### src/common/mips_macros.svh
`ifndef MIPS_MACROS_SVH
`define MIPS_MACROS_SVH

`define MIPS_RESET_PC     32'hBFC00000
`define MIPS_NUM_REGS     32

// primary opcodes
`define MIPS_OP_SPECIAL   6'h00
`define MIPS_OP_ADDIU     6'h09
`define MIPS_OP_ORI       6'h0d
`define MIPS_OP_LUI       6'h0f
`define MIPS_OP_LW        6'h23
`define MIPS_OP_SB        6'h28
`define MIPS_OP_SW        6'h2b

// function field under SPECIAL
`define MIPS_FUNCT_ADDU   6'h21
`define MIPS_FUNCT_SUBU   6'h23
`define MIPS_FUNCT_AND    6'h24
`define MIPS_FUNCT_OR     6'h25
`define MIPS_FUNCT_XOR    6'h26
`define MIPS_FUNCT_SLT    6'h2a

`endif

### src/common/mips_pkg.sv
package mips_pkg;

    typedef logic [31:0] word_t;
    typedef logic [4:0]  reg_addr_t;
    typedef logic [3:0]  byte_en_t;

    // ALU_ADD must stay zero so an all-zero ctrl is a bubble
    typedef enum logic [2:0] {
        ALU_ADD,
        ALU_SUB,
        ALU_AND,
        ALU_OR,
        ALU_XOR,
        ALU_SLT,
        ALU_LUI
    } alu_op_e;

    typedef struct packed {
        logic      reg_write;
        logic      mem_read;
        logic      mem_write;
        logic      mem_byte;
        alu_op_e   alu_op;
        reg_addr_t dest;
    } ctrl_t;

    typedef struct packed {
        word_t pc;
        ctrl_t ctrl;
        word_t operand_a;
        word_t operand_b;
        word_t store_data;
    } id_ex_t;

    typedef struct packed {
        word_t pc;
        ctrl_t ctrl;
        word_t result;
        word_t store_data;
    } ex_mem_t;

    // retiring write, also the shape of both forward paths
    typedef struct packed {
        word_t     pc;
        logic      we;
        reg_addr_t dest;
        word_t     data;
    } wb_t;

endpackage

### src/decode/mips_decode.sv
`timescale 1ns/10ps
`include "mips_macros.svh"
module mips_decode (
    input  logic                clock_i,
    input  logic                rst_i,
    input  logic                data_stall_i,
    input  mips_pkg::word_t     if_pc_i,
    input  mips_pkg::word_t     if_inst_i,
    input  mips_pkg::word_t     rs_data_i,
    input  mips_pkg::word_t     rt_data_i,
    output mips_pkg::reg_addr_t rs_addr_o,
    output mips_pkg::reg_addr_t rt_addr_o,
    input  mips_pkg::wb_t       ex_fwd_i,
    input  mips_pkg::wb_t       mem_fwd_i,
    input  logic                ex_is_load_i,
    output logic                load_stall_o,
    output mips_pkg::id_ex_t    id_ex_o
);
    import mips_pkg::*;

    logic [5:0] opcode;
    logic [5:0] funct;
    reg_addr_t  rs;
    reg_addr_t  rt;
    reg_addr_t  rd;
    ctrl_t      ctrl;
    logic       use_imm;
    logic       zero_ext;
    logic       rs_used;
    logic       rt_used;
    word_t      imm;
    word_t      rs_val;
    word_t      rt_val;
    id_ex_t     id_ex_d;
    id_ex_t     id_ex_q;

    // youngest producer wins, r0 never forwarded
    function automatic word_t fwd_sel(input reg_addr_t addr, input word_t rf_data,
                                      input wb_t ex_fwd, input wb_t mem_fwd);
        word_t val;
        if (addr != '0 && ex_fwd.we && ex_fwd.dest == addr) begin
            val = ex_fwd.data;
        end else if (addr != '0 && mem_fwd.we && mem_fwd.dest == addr) begin
            val = mem_fwd.data;
        end else begin
            val = rf_data;
        end
        return val;
    endfunction

    assign opcode    = if_inst_i[31:26];
    assign rs        = if_inst_i[25:21];
    assign rt        = if_inst_i[20:16];
    assign rd        = if_inst_i[15:11];
    assign funct     = if_inst_i[5:0];
    assign rs_addr_o = rs;
    assign rt_addr_o = rt;

    always_comb begin
        ctrl           = '0;
        ctrl.reg_write = 1'b1;
        ctrl.dest      = rt;
        use_imm        = 1'b1;
        zero_ext       = 1'b0;
        rs_used        = 1'b1;
        rt_used        = 1'b0;
        case (opcode)
            `MIPS_OP_SPECIAL: begin
                ctrl.dest = rd;
                use_imm   = 1'b0;
                rt_used   = 1'b1;
                case (funct)
                    `MIPS_FUNCT_ADDU: ctrl.alu_op = ALU_ADD;
                    `MIPS_FUNCT_SUBU: ctrl.alu_op = ALU_SUB;
                    `MIPS_FUNCT_AND:  ctrl.alu_op = ALU_AND;
                    `MIPS_FUNCT_OR:   ctrl.alu_op = ALU_OR;
                    `MIPS_FUNCT_XOR:  ctrl.alu_op = ALU_XOR;
                    `MIPS_FUNCT_SLT:  ctrl.alu_op = ALU_SLT;
                    default: begin
                        ctrl    = '0;
                        rs_used = 1'b0;
                        rt_used = 1'b0;
                    end
                endcase
            end
            `MIPS_OP_ADDIU: ctrl.alu_op = ALU_ADD;
            `MIPS_OP_ORI: begin
                ctrl.alu_op = ALU_OR;
                zero_ext    = 1'b1;
            end
            `MIPS_OP_LUI: begin
                ctrl.alu_op = ALU_LUI;
                zero_ext    = 1'b1;
                rs_used     = 1'b0;
            end
            `MIPS_OP_LW: ctrl.mem_read = 1'b1;
            `MIPS_OP_SW, `MIPS_OP_SB: begin
                ctrl.reg_write = 1'b0;
                ctrl.dest      = '0;
                ctrl.mem_write = 1'b1;
                ctrl.mem_byte  = (opcode == `MIPS_OP_SB);
                rt_used        = 1'b1;
            end
            default: begin
                ctrl    = '0;
                rs_used = 1'b0;
            end
        endcase
    end

    assign imm    = zero_ext ? {16'h0, if_inst_i[15:0]} : {{16{if_inst_i[15]}}, if_inst_i[15:0]};
    assign rs_val = fwd_sel(rs, rs_data_i, ex_fwd_i, mem_fwd_i);
    assign rt_val = fwd_sel(rt, rt_data_i, ex_fwd_i, mem_fwd_i);

    assign id_ex_d = '{pc: if_pc_i, ctrl: ctrl, operand_a: rs_val,
                       operand_b: use_imm ? imm : rt_val, store_data: rt_val};

    // load in execute feeding this instruction
    assign load_stall_o = ex_is_load_i && ex_fwd_i.dest != '0 &&
                          ((rs_used && ex_fwd_i.dest == rs) || (rt_used && ex_fwd_i.dest == rt));

    always_ff @(posedge clock_i) begin
        if (rst_i) begin
            id_ex_q <= '0;
        end else if (!data_stall_i) begin
            id_ex_q <= load_stall_o ? id_ex_t'('0) : id_ex_d;
        end
    end

    assign id_ex_o = id_ex_q;
endmodule

### src/decode/mips_regfile.sv
`timescale 1ns/10ps
`include "mips_macros.svh"
module mips_regfile (
    input  logic                clock_i,
    input  logic                rst_i,
    input  mips_pkg::reg_addr_t rs_addr_i,
    input  mips_pkg::reg_addr_t rt_addr_i,
    input  mips_pkg::wb_t       wb_i,
    output mips_pkg::word_t     rs_data_o,
    output mips_pkg::word_t     rt_data_o
);
    import mips_pkg::*;

    word_t regs [0:`MIPS_NUM_REGS-1];

    // a write this cycle passes straight through except to r0
    function automatic word_t read_port(input reg_addr_t addr, input word_t stored,
                                        input wb_t wb);
        word_t val;
        if (addr != '0 && wb.we && wb.dest == addr) begin
            val = wb.data;
        end else begin
            val = stored;
        end
        return val;
    endfunction

    always_ff @(posedge clock_i) begin
        if (rst_i) begin
            for (int i = 0; i < `MIPS_NUM_REGS; i++) begin
                regs[i] <= '0;
            end
        end else if (wb_i.we && wb_i.dest != '0) begin
            regs[wb_i.dest] <= wb_i.data;
        end
    end

    assign rs_data_o = read_port(rs_addr_i, regs[rs_addr_i], wb_i);
    assign rt_data_o = read_port(rt_addr_i, regs[rt_addr_i], wb_i);

    a_r0_zero: assert property (@(posedge clock_i) disable iff (rst_i)
        (rs_addr_i != '0 || rs_data_o == '0) && (rt_addr_i != '0 || rt_data_o == '0));
endmodule

### src/execute/mips_execute.sv
`timescale 1ns/10ps
module mips_execute (
    input  logic              clock_i,
    input  logic              rst_i,
    input  logic              data_stall_i,
    input  mips_pkg::id_ex_t  id_ex_i,
    output mips_pkg::ex_mem_t ex_mem_o,
    output mips_pkg::wb_t     ex_fwd_o,
    output logic              ex_is_load_o
);
    import mips_pkg::*;

    word_t   a;
    word_t   b;
    word_t   result;
    ex_mem_t ex_mem_q;

    assign a = id_ex_i.operand_a;
    assign b = id_ex_i.operand_b;

    // loads and stores compute their address with ALU_ADD
    always_comb begin
        case (id_ex_i.ctrl.alu_op)
            ALU_ADD: result = a + b;
            ALU_SUB: result = a - b;
            ALU_AND: result = a & b;
            ALU_OR:  result = a | b;
            ALU_XOR: result = a ^ b;
            ALU_SLT: result = {31'b0, $signed(a) < $signed(b)};
            ALU_LUI: result = b << 16;
            default: result = a + b;
        endcase
    end

    // for a load this is the address, decode stalls on it
    assign ex_fwd_o = '{pc: id_ex_i.pc, we: id_ex_i.ctrl.reg_write,
                        dest: id_ex_i.ctrl.dest, data: result};
    assign ex_is_load_o = id_ex_i.ctrl.mem_read;

    always_ff @(posedge clock_i) begin
        if (rst_i) begin
            ex_mem_q <= '0;
        end else if (!data_stall_i) begin
            ex_mem_q <= '{pc: id_ex_i.pc, ctrl: id_ex_i.ctrl, result: result,
                          store_data: id_ex_i.store_data};
        end
    end

    assign ex_mem_o = ex_mem_q;
endmodule

### src/verilog/mips_fetch.sv
`timescale 1ns/10ps
`include "mips_macros.svh"
module mips_fetch (
    input  logic            clock_i,
    input  logic            rst_i,
    input  logic            load_stall_i,
    input  logic            data_stall_i,
    input  mips_pkg::word_t inst_sram_rdata_i,
    output mips_pkg::word_t inst_sram_addr_o,
    output logic            inst_sram_ren_o,
    output mips_pkg::word_t if_pc_o,
    output mips_pkg::word_t if_inst_o
);
    import mips_pkg::*;

    word_t pc_q;
    word_t if_pc_q;
    word_t if_inst_q;
    logic  ren_q;
    logic  hold;

    assign hold = load_stall_i || data_stall_i;

    assign inst_sram_addr_o = pc_q;
    assign inst_sram_ren_o  = ren_q;
    assign if_pc_o          = if_pc_q;
    assign if_inst_o        = if_inst_q;

    // pc waits one cycle after reset until the read enable is up
    always_ff @(posedge clock_i) begin
        if (rst_i) begin
            pc_q  <= `MIPS_RESET_PC;
            ren_q <= 1'b0;
        end else begin
            ren_q <= 1'b1;
            if (ren_q && !hold) begin
                pc_q <= pc_q + 32'd4;
            end
        end
    end

    // zero instruction is an sll no-op
    always_ff @(posedge clock_i) begin
        if (rst_i) begin
            if_pc_q   <= '0;
            if_inst_q <= '0;
        end else if (!hold) begin
            if_pc_q   <= pc_q;
            if_inst_q <= ren_q ? inst_sram_rdata_i : '0;
        end
    end

    a_pc_aligned: assert property (@(posedge clock_i) disable iff (rst_i)
        pc_q[1:0] == 2'b00);
endmodule

### src/verilog/mips_memory.sv
`timescale 1ns/10ps
module mips_memory (
    input  logic               clock_i,
    input  logic               rst_i,
    input  logic               data_stall_i,
    input  mips_pkg::ex_mem_t  ex_mem_i,
    input  mips_pkg::word_t    data_sram_rdata_i,
    output logic               data_sram_ren_o,
    output mips_pkg::byte_en_t data_sram_wen_o,
    output mips_pkg::word_t    data_sram_addr_o,
    output mips_pkg::word_t    data_sram_wdata_o,
    output mips_pkg::wb_t      mem_fwd_o,
    output mips_pkg::wb_t      wb_o
);
    import mips_pkg::*;

    byte_en_t byte_en;
    word_t    wb_data;
    wb_t      wb_d;
    wb_t      wb_q;

    // sb picks one lane by the low address bits
    assign byte_en = ex_mem_i.ctrl.mem_byte ? (4'b0001 << ex_mem_i.result[1:0]) : 4'hF;

    assign data_sram_ren_o   = ex_mem_i.ctrl.mem_read;
    assign data_sram_wen_o   = ex_mem_i.ctrl.mem_write ? byte_en : 4'h0;
    assign data_sram_addr_o  = ex_mem_i.result;
    assign data_sram_wdata_o = ex_mem_i.ctrl.mem_byte ? {4{ex_mem_i.store_data[7:0]}}
                                                      : ex_mem_i.store_data;

    assign wb_data = ex_mem_i.ctrl.mem_read ? data_sram_rdata_i : ex_mem_i.result;
    assign wb_d    = '{pc: ex_mem_i.pc, we: ex_mem_i.ctrl.reg_write,
                       dest: ex_mem_i.ctrl.dest, data: wb_data};

    // forward the real value even while writeback takes a bubble
    assign mem_fwd_o = wb_d;

    always_ff @(posedge clock_i) begin
        if (rst_i || data_stall_i) begin
            wb_q <= '0;
        end else begin
            wb_q <= wb_d;
        end
    end

    assign wb_o = wb_q;

    a_no_stray_write: assert property (@(posedge clock_i) disable iff (rst_i)
        !ex_mem_i.ctrl.mem_write |-> data_sram_wen_o == '0);

    // execute holds its register, so the data port must not move
    a_stall_stable: assert property (@(posedge clock_i) disable iff (rst_i)
        data_stall_i |=> $stable(data_sram_addr_o) && $stable(data_sram_wen_o));
endmodule

### src/verilog/mips_top.sv
`timescale 1ns/10ps
module mips_top (
    input  logic                clock_i,
    input  logic                rst_i,
    input  logic                data_stall_i,

    output mips_pkg::word_t     inst_sram_addr_o,
    output logic                inst_sram_ren_o,
    input  mips_pkg::word_t     inst_sram_rdata_i,

    output logic                data_sram_ren_o,
    output mips_pkg::byte_en_t  data_sram_wen_o,
    output mips_pkg::word_t     data_sram_addr_o,
    output mips_pkg::word_t     data_sram_wdata_o,
    input  mips_pkg::word_t     data_sram_rdata_i,

    output mips_pkg::word_t     debug_wb_pc_o,
    output mips_pkg::byte_en_t  debug_wb_wen_o,
    output mips_pkg::reg_addr_t debug_wb_num_o,
    output mips_pkg::word_t     debug_wb_data_o
);
    import mips_pkg::*;

    word_t     if_pc;
    word_t     if_inst;
    logic      load_stall;
    reg_addr_t rs_addr;
    reg_addr_t rt_addr;
    word_t     rs_data;
    word_t     rt_data;
    wb_t       ex_fwd;
    wb_t       mem_fwd;
    logic      ex_is_load;
    id_ex_t    id_ex;
    ex_mem_t   ex_mem;
    wb_t       wb;

    // debug port mirrors the retiring write
    assign debug_wb_pc_o   = wb.pc;
    assign debug_wb_wen_o  = {4{wb.we}};
    assign debug_wb_num_o  = wb.dest;
    assign debug_wb_data_o = wb.data;

    mips_fetch if_stage (
        .clock_i          (clock_i),
        .rst_i            (rst_i),
        .load_stall_i     (load_stall),
        .data_stall_i     (data_stall_i),
        .inst_sram_rdata_i(inst_sram_rdata_i),
        .inst_sram_addr_o (inst_sram_addr_o),
        .inst_sram_ren_o  (inst_sram_ren_o),
        .if_pc_o          (if_pc),
        .if_inst_o        (if_inst)
    );

    mips_decode id_stage (
        .clock_i     (clock_i),
        .rst_i       (rst_i),
        .data_stall_i(data_stall_i),
        .if_pc_i     (if_pc),
        .if_inst_i   (if_inst),
        .rs_data_i   (rs_data),
        .rt_data_i   (rt_data),
        .rs_addr_o   (rs_addr),
        .rt_addr_o   (rt_addr),
        .ex_fwd_i    (ex_fwd),
        .mem_fwd_i   (mem_fwd),
        .ex_is_load_i(ex_is_load),
        .load_stall_o(load_stall),
        .id_ex_o     (id_ex)
    );

    mips_regfile regfile (
        .clock_i  (clock_i),
        .rst_i    (rst_i),
        .rs_addr_i(rs_addr),
        .rt_addr_i(rt_addr),
        .wb_i     (wb),
        .rs_data_o(rs_data),
        .rt_data_o(rt_data)
    );

    mips_execute ex_stage (
        .clock_i     (clock_i),
        .rst_i       (rst_i),
        .data_stall_i(data_stall_i),
        .id_ex_i     (id_ex),
        .ex_mem_o    (ex_mem),
        .ex_fwd_o    (ex_fwd),
        .ex_is_load_o(ex_is_load)
    );

    mips_memory mem_stage (
        .clock_i          (clock_i),
        .rst_i            (rst_i),
        .data_stall_i     (data_stall_i),
        .ex_mem_i         (ex_mem),
        .data_sram_rdata_i(data_sram_rdata_i),
        .data_sram_ren_o  (data_sram_ren_o),
        .data_sram_wen_o  (data_sram_wen_o),
        .data_sram_addr_o (data_sram_addr_o),
        .data_sram_wdata_o(data_sram_wdata_o),
        .mem_fwd_o        (mem_fwd),
        .wb_o             (wb)
    );
endmodule
### config.mk
export PLATFORM = sky130hd
export DESIGN_NAME = mips_top
export DESIGN_NICKNAME = d
export VERILOG_FILES = /design/src/common/mips_pkg.sv /design/src/decode/mips_decode.sv /design/src/decode/mips_regfile.sv /design/src/execute/mips_execute.sv /design/src/verilog/mips_fetch.sv /design/src/verilog/mips_memory.sv /design/src/verilog/mips_top.sv
export VERILOG_INCLUDE_DIRS = /design/src /design/src/common
export SDC_FILE = /design/constraint.sdc
export NUM_CORES = 2
export LEC_CHECK = 0
export CAP_MARGIN = 20
export CORE_UTILIZATION = 35
export CTS_BUF_LIST = sky130_fd_sc_hd__clkbuf_4
export DETAILED_ROUTE_END_ITERATION = 12
export DONT_BUFFER_PORTS = 1
export GPL_TIMING_DRIVEN = 0
export SLEW_MARGIN = 25
export SYNTH_ARGS = -nofsm -noshare
export SYNTH_HDL_FRONTEND = slang
export SYNTH_SLANG_ARGS = --single-unit
### constraint.sdc
create_clock -name clock_i -period 5.5 [get_ports clock_i]
set_input_delay 1.1 -clock clock_i [delete_from_list [all_inputs] [get_ports clock_i]]
set_output_delay 1.1 -clock clock_i [all_outputs]
set_load 0.01 [all_outputs]
After elaboration in Yosys (flattened, before gate mapping)
Memories as Yosys holds them, arrays and structs flattened. A register that Yosys moved wholly into a read port is not among the register bits.
Cells that the tools add are included.

storage, ports and cells
  register bits after elaboration = 412
  bits in latches = 0
  memory bits (writable) = 1024
  ROM bits = 0
  input bits = 67
  output and inout port bits = 175
  word-level logic and storage cells = 132
  memories = 1

operators by class
  add/subtract/negate cells = 3
  multiply operators = 0
  div/mod/pow operators = 0
  $lt $le $gt $ge = 1
  equal/unequal tests = 24
  shift-type cells = 1
  muxes and demuxes = 40
  bitwise logic cells = 3
  reduce and logical (&&, ||, !) cells = 33

memories
  memory        depth  width  rd ports  clocked after memory_dff  wr ports  line                text
  regfile.regs  32     32     2         2                         32        mips_regfile.sv:14  word_t regs [0:`MIPS_NUM_REGS-1];

operators by type and width
  kind                                           number
  2-to-1 mux 32 bit                              12
  one-hot mux 32 bit (6 select lines)            1
  2-to-1 mux 140 bit                             1
  == test 6 bit, second input constant           9
  adder 32 x 3 -> 32 bit, second input constant  1
  adder 32 bit                                   1
  AND 32 bit                                     1
  < comparator 32 bit                            1
  OR 32 bit                                      1
  OR reduction 32 bit                            1
  subtractor 32 bit                              1
  bitwise XOR 32 bit                             1
  == test 5 bit                                  6
  2-to-1 mux 5 bit                               6
  nonzero test 5 bit                             4
  == test 6 x 4 -> 1 bit, second input constant  3
  logical AND 1 bit                              18
  one-hot mux 3 bit (5 select lines)             1
  2-to-1 mux 4 bit                               3
  one-hot mux 5 bit (2 select lines)             1
  == test 3 bit, second input constant           3
  2-to-1 mux 1 bit                               9
  one-hot mux 3 bit (3 select lines)             1
  one-hot mux 1 bit (2 select lines)             4
  11 further kinds                               15

Depth between registers and ports, before layout
  depth after elaboration = 10
  depth in mapped cells = 14
  mapped depth without buffers = 13

Hierarchy
Synthesis repeated with hierarchy kept, for this count alone.

unflattened totals
  cells, all modules = 6618
  area, all modules = 79404.9 um2

modules (own cells, without submodules)
  module        instances  cells each  area each (um2)
  mips_regfile  1          3710        55533.3
  mips_execute  1          1340        10052.1
  mips_decode   1          778         6801.5
  mips_fetch    1          456         3707.3
  mips_memory   1          331         3288.2
  mips_top      1          3           22.5

Least setup slack after synthesis
OpenSTA, ideal clock, no wires.

  path type = input to register
  from = input port rst_i
  to = memory regfile.regs[28][0] (netlist name) (enable)
  arrival = 4220 ps
  required time = 5034 ps
  setup slack = 814 ps
  cell stages on the path = 5
  cell sequence = clkbuf_1 > nor2b_1 > nand4bb_1 > clkbuf_1 > o21ai_0

RTL lines
  element          line                text
  start, declared  mips_top.sv:4       input logic rst_i,
  end, declared    mips_regfile.sv:14

Worst setup path after layout
  from = register id_stage.id_ex_q, in the netlist id_stage.id_ex_o[103]
  to = register id_stage.id_ex_q, in the netlist id_stage.id_ex_o[8]

on the way
  cells in the longest elaborated chain, start to end = 4

RTL lines
  element                                  line                text
  start, declared                          mips_decode.sv:35   id_ex_t id_ex_q;
  start signal, assigned                   mips_decode.sv:126  id_ex_q <= load_stall_o ? id_ex_t'('0) : id_ex_d;
  == test 3 bit (tied with other cells)    mips_execute.sv:23  case (id_ex_i.ctrl.alu_op)
  one-hot mux 32 bit (6 select lines) (*)  mips_execute.sv:23
  2-to-1 mux 32 bit (*)                    mips_decode.sv:41   if (addr != '0 && ex_fwd.we && ex_fwd.dest == addr) begin
  2-to-1 mux 140 bit (*)                   mips_decode.sv:126

Mark *: on every way between the ends. The rest lies on a longest branch, timed or not.
A chain may end at the register's enable or synchronous reset.

==> run_results.csv <==
group,metric,value,unit
outcome,status,"finished clean",
setup_path,cp_slowest_stage_delay,910,ps
run,cap_viol_max_count,0,
setup_path,cp_max_fo,10,
timing,setup_tns,0,ps
detailed_routing,via_per_inst,5.95,
logic_synthesis,ys_ff_latch,1436,
logic_synthesis,synth_cells,6035,
logic_synthesis,synth_edf_count,1024,
detailed_routing,drtIter0Drc,8275,
timing,finalSetupViolCount,0,
setup_path,critPathSlowestCell,"clkbuf_1",
timing,finalHoldViolations,0,
setup_path,arrival,6590,ps
clock_network,clk_path_buf_depth,4,
finish,fill_cells,20700,
setup_path,r2r-start,"id_stage.id_ex_o[103]$_SDFFE_PP0N_",
timing,post-route-period-util,95.7,%
global_route,grt_start_max_net_pins,23,
logic_synthesis,synth_flop_cell,"edfxtp_1",
power_and_ir_drop,powerDensity,294,mW/mm²
detailed_routing,drt_first_pass_iters,6,
logic_synthesis,async_reset_ff_share,0,%
logic_synthesis,synthesis.area,0.0767,mm²
setup_path,start_kind,"flip-flop",
timing,grt_setup_unrepaired,"no",
setup_path,ff2ff_setup_slack,240,ps
detailed_routing,ant_nets,0,
global_route,grtUsageTotal,28.6,%
finish,drive_above_1_share,23.0,%
finish,layout_commonest_cell,"and2_1",
logic_synthesis,ys_seq_area_share,50.9,%
placed_design,numPortBuffers,0,
clock_network,clkTransAtPathRegs,70,ps
timing,skew,167,ps
logic_synthesis,synth_cell_types,94,
clock_network,cts_resized,0,
die,die_w,470,µm
die,initial_core_util,35.3,%
setup_path,reg2reg_to,"id_stage.id_ex_o[8]$_SDFFE_PP0N_",
placed_design,place_congestion,0.988,
setup_path,startpoint,"id_stage.id_ex_o[103]$_SDFFE_PP0N_",
finish,mostFrequentLayoutCells,"and2_1, edfxtp_1, mux4_2",
logic_synthesis,synth_xor_area_share,0.685,%
logic_synthesis,synth-simple-area-share,13.8,%
die,dieArea,0.221,mm²
finish,multi_input_area,0.0350,mm²
timing,worst_pin_slew,1230,ps
setup_path,reg2regPathDepth,11,
die,core-area,0.217,mm²
clock_network,clock_latency,1480,ps
finish,seq_area,0.0390,mm²
setup_path,crit_chain,"clkbuf_1 > nor3_1 > a21oi_1 > clkbuf_1 > clkbuf_1 > o22ai_1 > o21ai_0 > o221ai_1 > nand2_1 > o21ai_0 > a22o_1",
finish,fin_nets,6755,
clock_network,cts_max_level,5,
logic_synthesis,muxShareOfSynthArea,22.0,%
clock_network,cts_setup_buffers,0,
clock_network,cts_tree,"done",
setup_path,cp_common_cell,"clkbuf_1",
logic_synthesis,ys_warn_count,0,
logic_synthesis,synth_compound_area_share,7.01,%
detailed_routing,num_vias,58100,
worst_hold_path,hold_class,"in2reg",
clock_network,cts_sinks,1436,
power_and_ir_drop,ir_drop,0.247,mV
die,io_pins,242,
setup_path,endpoint,"id_stage.id_ex_o[8]$_SDFFE_PP0N_",
timing,hold-worst-slack,84.4,ps
setup_path,path_class,"reg2reg",
global_route,grt_overflow,0,
finish,areaGrowthSynthToFinish,14.5,%
power_and_ir_drop,leakagePower,31.1,nW
global_route,grt_pass1_vias,55900,
timing,layout_min_cycle_time,5260,ps
die,rows,171,
timing,slew_viol_final,0,
die,die_h,470,µm
setup_path,required,6820,ps
logic_synthesis,synthAdderAreaFrac,1.63,%
clock_network,cts-buffers-inserted,404,
setup_path,worstSetupEndpointType,"flip-flop",
global_route,grt_pass1_wl,441,mm
clock_network,root_buffer,"clkbuf_4",
clock_network,holdBufCountCts,59,
detailed_routing,post_drt_wl_per_cell,33.0,µm
logic_synthesis,synth_top_family_by_area,"multiplexers",
placed_design,hpwl,252,mm
logic_synthesis,syn_avg_cell_area,12.7,µm²
global_route,antenna_found_initial,47,
detailed_routing,drc,0,
timing,fmax,0.190,GHz
timing,slew_headroom,17.7,%
detailed_routing,drt_wl_total,322,mm
metal layers:
layer	GRT usage (%)	share of wire [%]
met4	13.5	4.9
met2	43.9	45
met5	0	0.020
met1	36.3	37
met3	9.42	13
Yosys cell counts (16+ instances only):
cell | count | area [µm²]
buf_2 | 70 | 350
nor2_1 | 400 | 1500
o211ai_1 | 25 | 188
a22oi_1 | 43 | 323
mux4_2 | 640 | 14400
clkbuf_1 | 424 | 1590
and2_1 | 1034 | 6470
a22o_1 | 50 | 438
mux2i_1 | 226 | 2260
a211oi_1 | 18 | 135
nand2_1 | 307 | 1150
a31oi_1 | 19 | 119
ha_1 | 97 | 1210
xor2_1 | 25 | 219
o21ai_1 | 19 | 95.1
nand3_1 | 72 | 360
a221o_1 | 16 | 160
nor3_1 | 32 | 160
edfxtp_1 | 1024 | 30700
a21oi_1 | 277 | 1390
nand4_1 | 18 | 113
a21o_1 | 28 | 210
a221oi_1 | 26 | 228
inv_1 | 143 | 537
o22ai_1 | 19 | 119
buf_4 | 50 | 375
o21ai_0 | 150 | 751
o21a_1 | 22 | 165
dfxtp_1 | 412 | 8250
or3_1 | 23 | 144
xnor2_1 | 35 | 307
buf_1 | 63 | 236
state kept, by name (all words and copies together), names as in the netlist, named ones only:
name	cells
regfile.regs	1024
id_stage.id_ex_o	138
ex_stage.ex_mem_o	103
mem_stage.wb_o	68
if_stage.if_inst_o	32
if_stage.if_pc_o	30
if_stage.inst_sram_addr_o	30
if_stage.inst_sram_ren_o	1
worst max-delay path, delay by kind of cell, from the launching register on:
kind                   cells  cell delay [ps]
AOI/OAI and AO/OA          6             2290
buffers and inverters      3             2070
DFF                        1              440
and+or+nand+nor            2              320
stage by stage:
stage | power, mW | util, % | setup slack, ps | cells | instance area, µm²
floorplan | 14.4 | - | 814 | 6070 | 76800
global placement | 15.8 | 37.0 | -3180 | 8924 | 80400
detailed placement | 16.0 | 37.8 | 529 | 8978 | 82200
CTS | 25.6 | 40.3 | 430 | 9729 | 87700
global route | 26.5 | 40.4 | 344 | 9745 | 87800
finish | 25.8 | 40.4 | 236 | 9759 | 87800
layout make-up:
type	count	area share (%)
Buffer	611	3.06
Tap cell	2854	4.07
Timing Repair Buffer	113	2.24
Clock inverter	95	0.487
Antenna cell	30	0.0855
Clock buffer	597	5.11
Inverter	146	0.624
Sequential cell	1436	44.4
Multi-Input combinational cell	3877	39.9
where the power goes:
part           switching [mW]  total [mW]  internal, mW  leakage [nW]
combinational            2.33        3.62          1.29          14.2
clock                    4.82        9.83          5.01          2.95
sequential              0.373        12.3          11.9          13.9
how the worst min path moves through the flow:
stage / slack [ps] / depth (start not counted) / start / to
floorplan: 420 / 2 / id_stage.id_ex_o[26]$_SDFFE_PP0N_ / id_stage.id_ex_o[26]$_SDFFE_PP0N_
global placement: 450 / 2 / if_stage.if_pc_o[2]$_SDFFE_PP0N_ / if_stage.if_pc_o[2]$_SDFFE_PP0N_
detailed placement: 450 / 1 / ex_stage.ex_mem_o[94]$_SDFFE_PP0N_ / mem_stage.wb_o[56]$_SDFF_PP0_
CTS: 1 / 2 / data_sram_rdata_i[8] / mem_stage.wb_o[8]$_SDFF_PP0_
global route: 40 / 2 / data_sram_rdata_i[26] / mem_stage.wb_o[26]$_SDFF_PP0_
finish: 80 / 2 / data_sram_rdata_i[26] / mem_stage.wb_o[26]$_SDFF_PP0_
kinds of logic after synthesis:
family          count (synthesis)
mux                           880
fa+ha+maj                      99
compound gates                828
simple gates                 1974
flops                        1436
other cells                     1
xor+xnor                       60
buf+inv                       757
(Power assumes the default switching activity.)
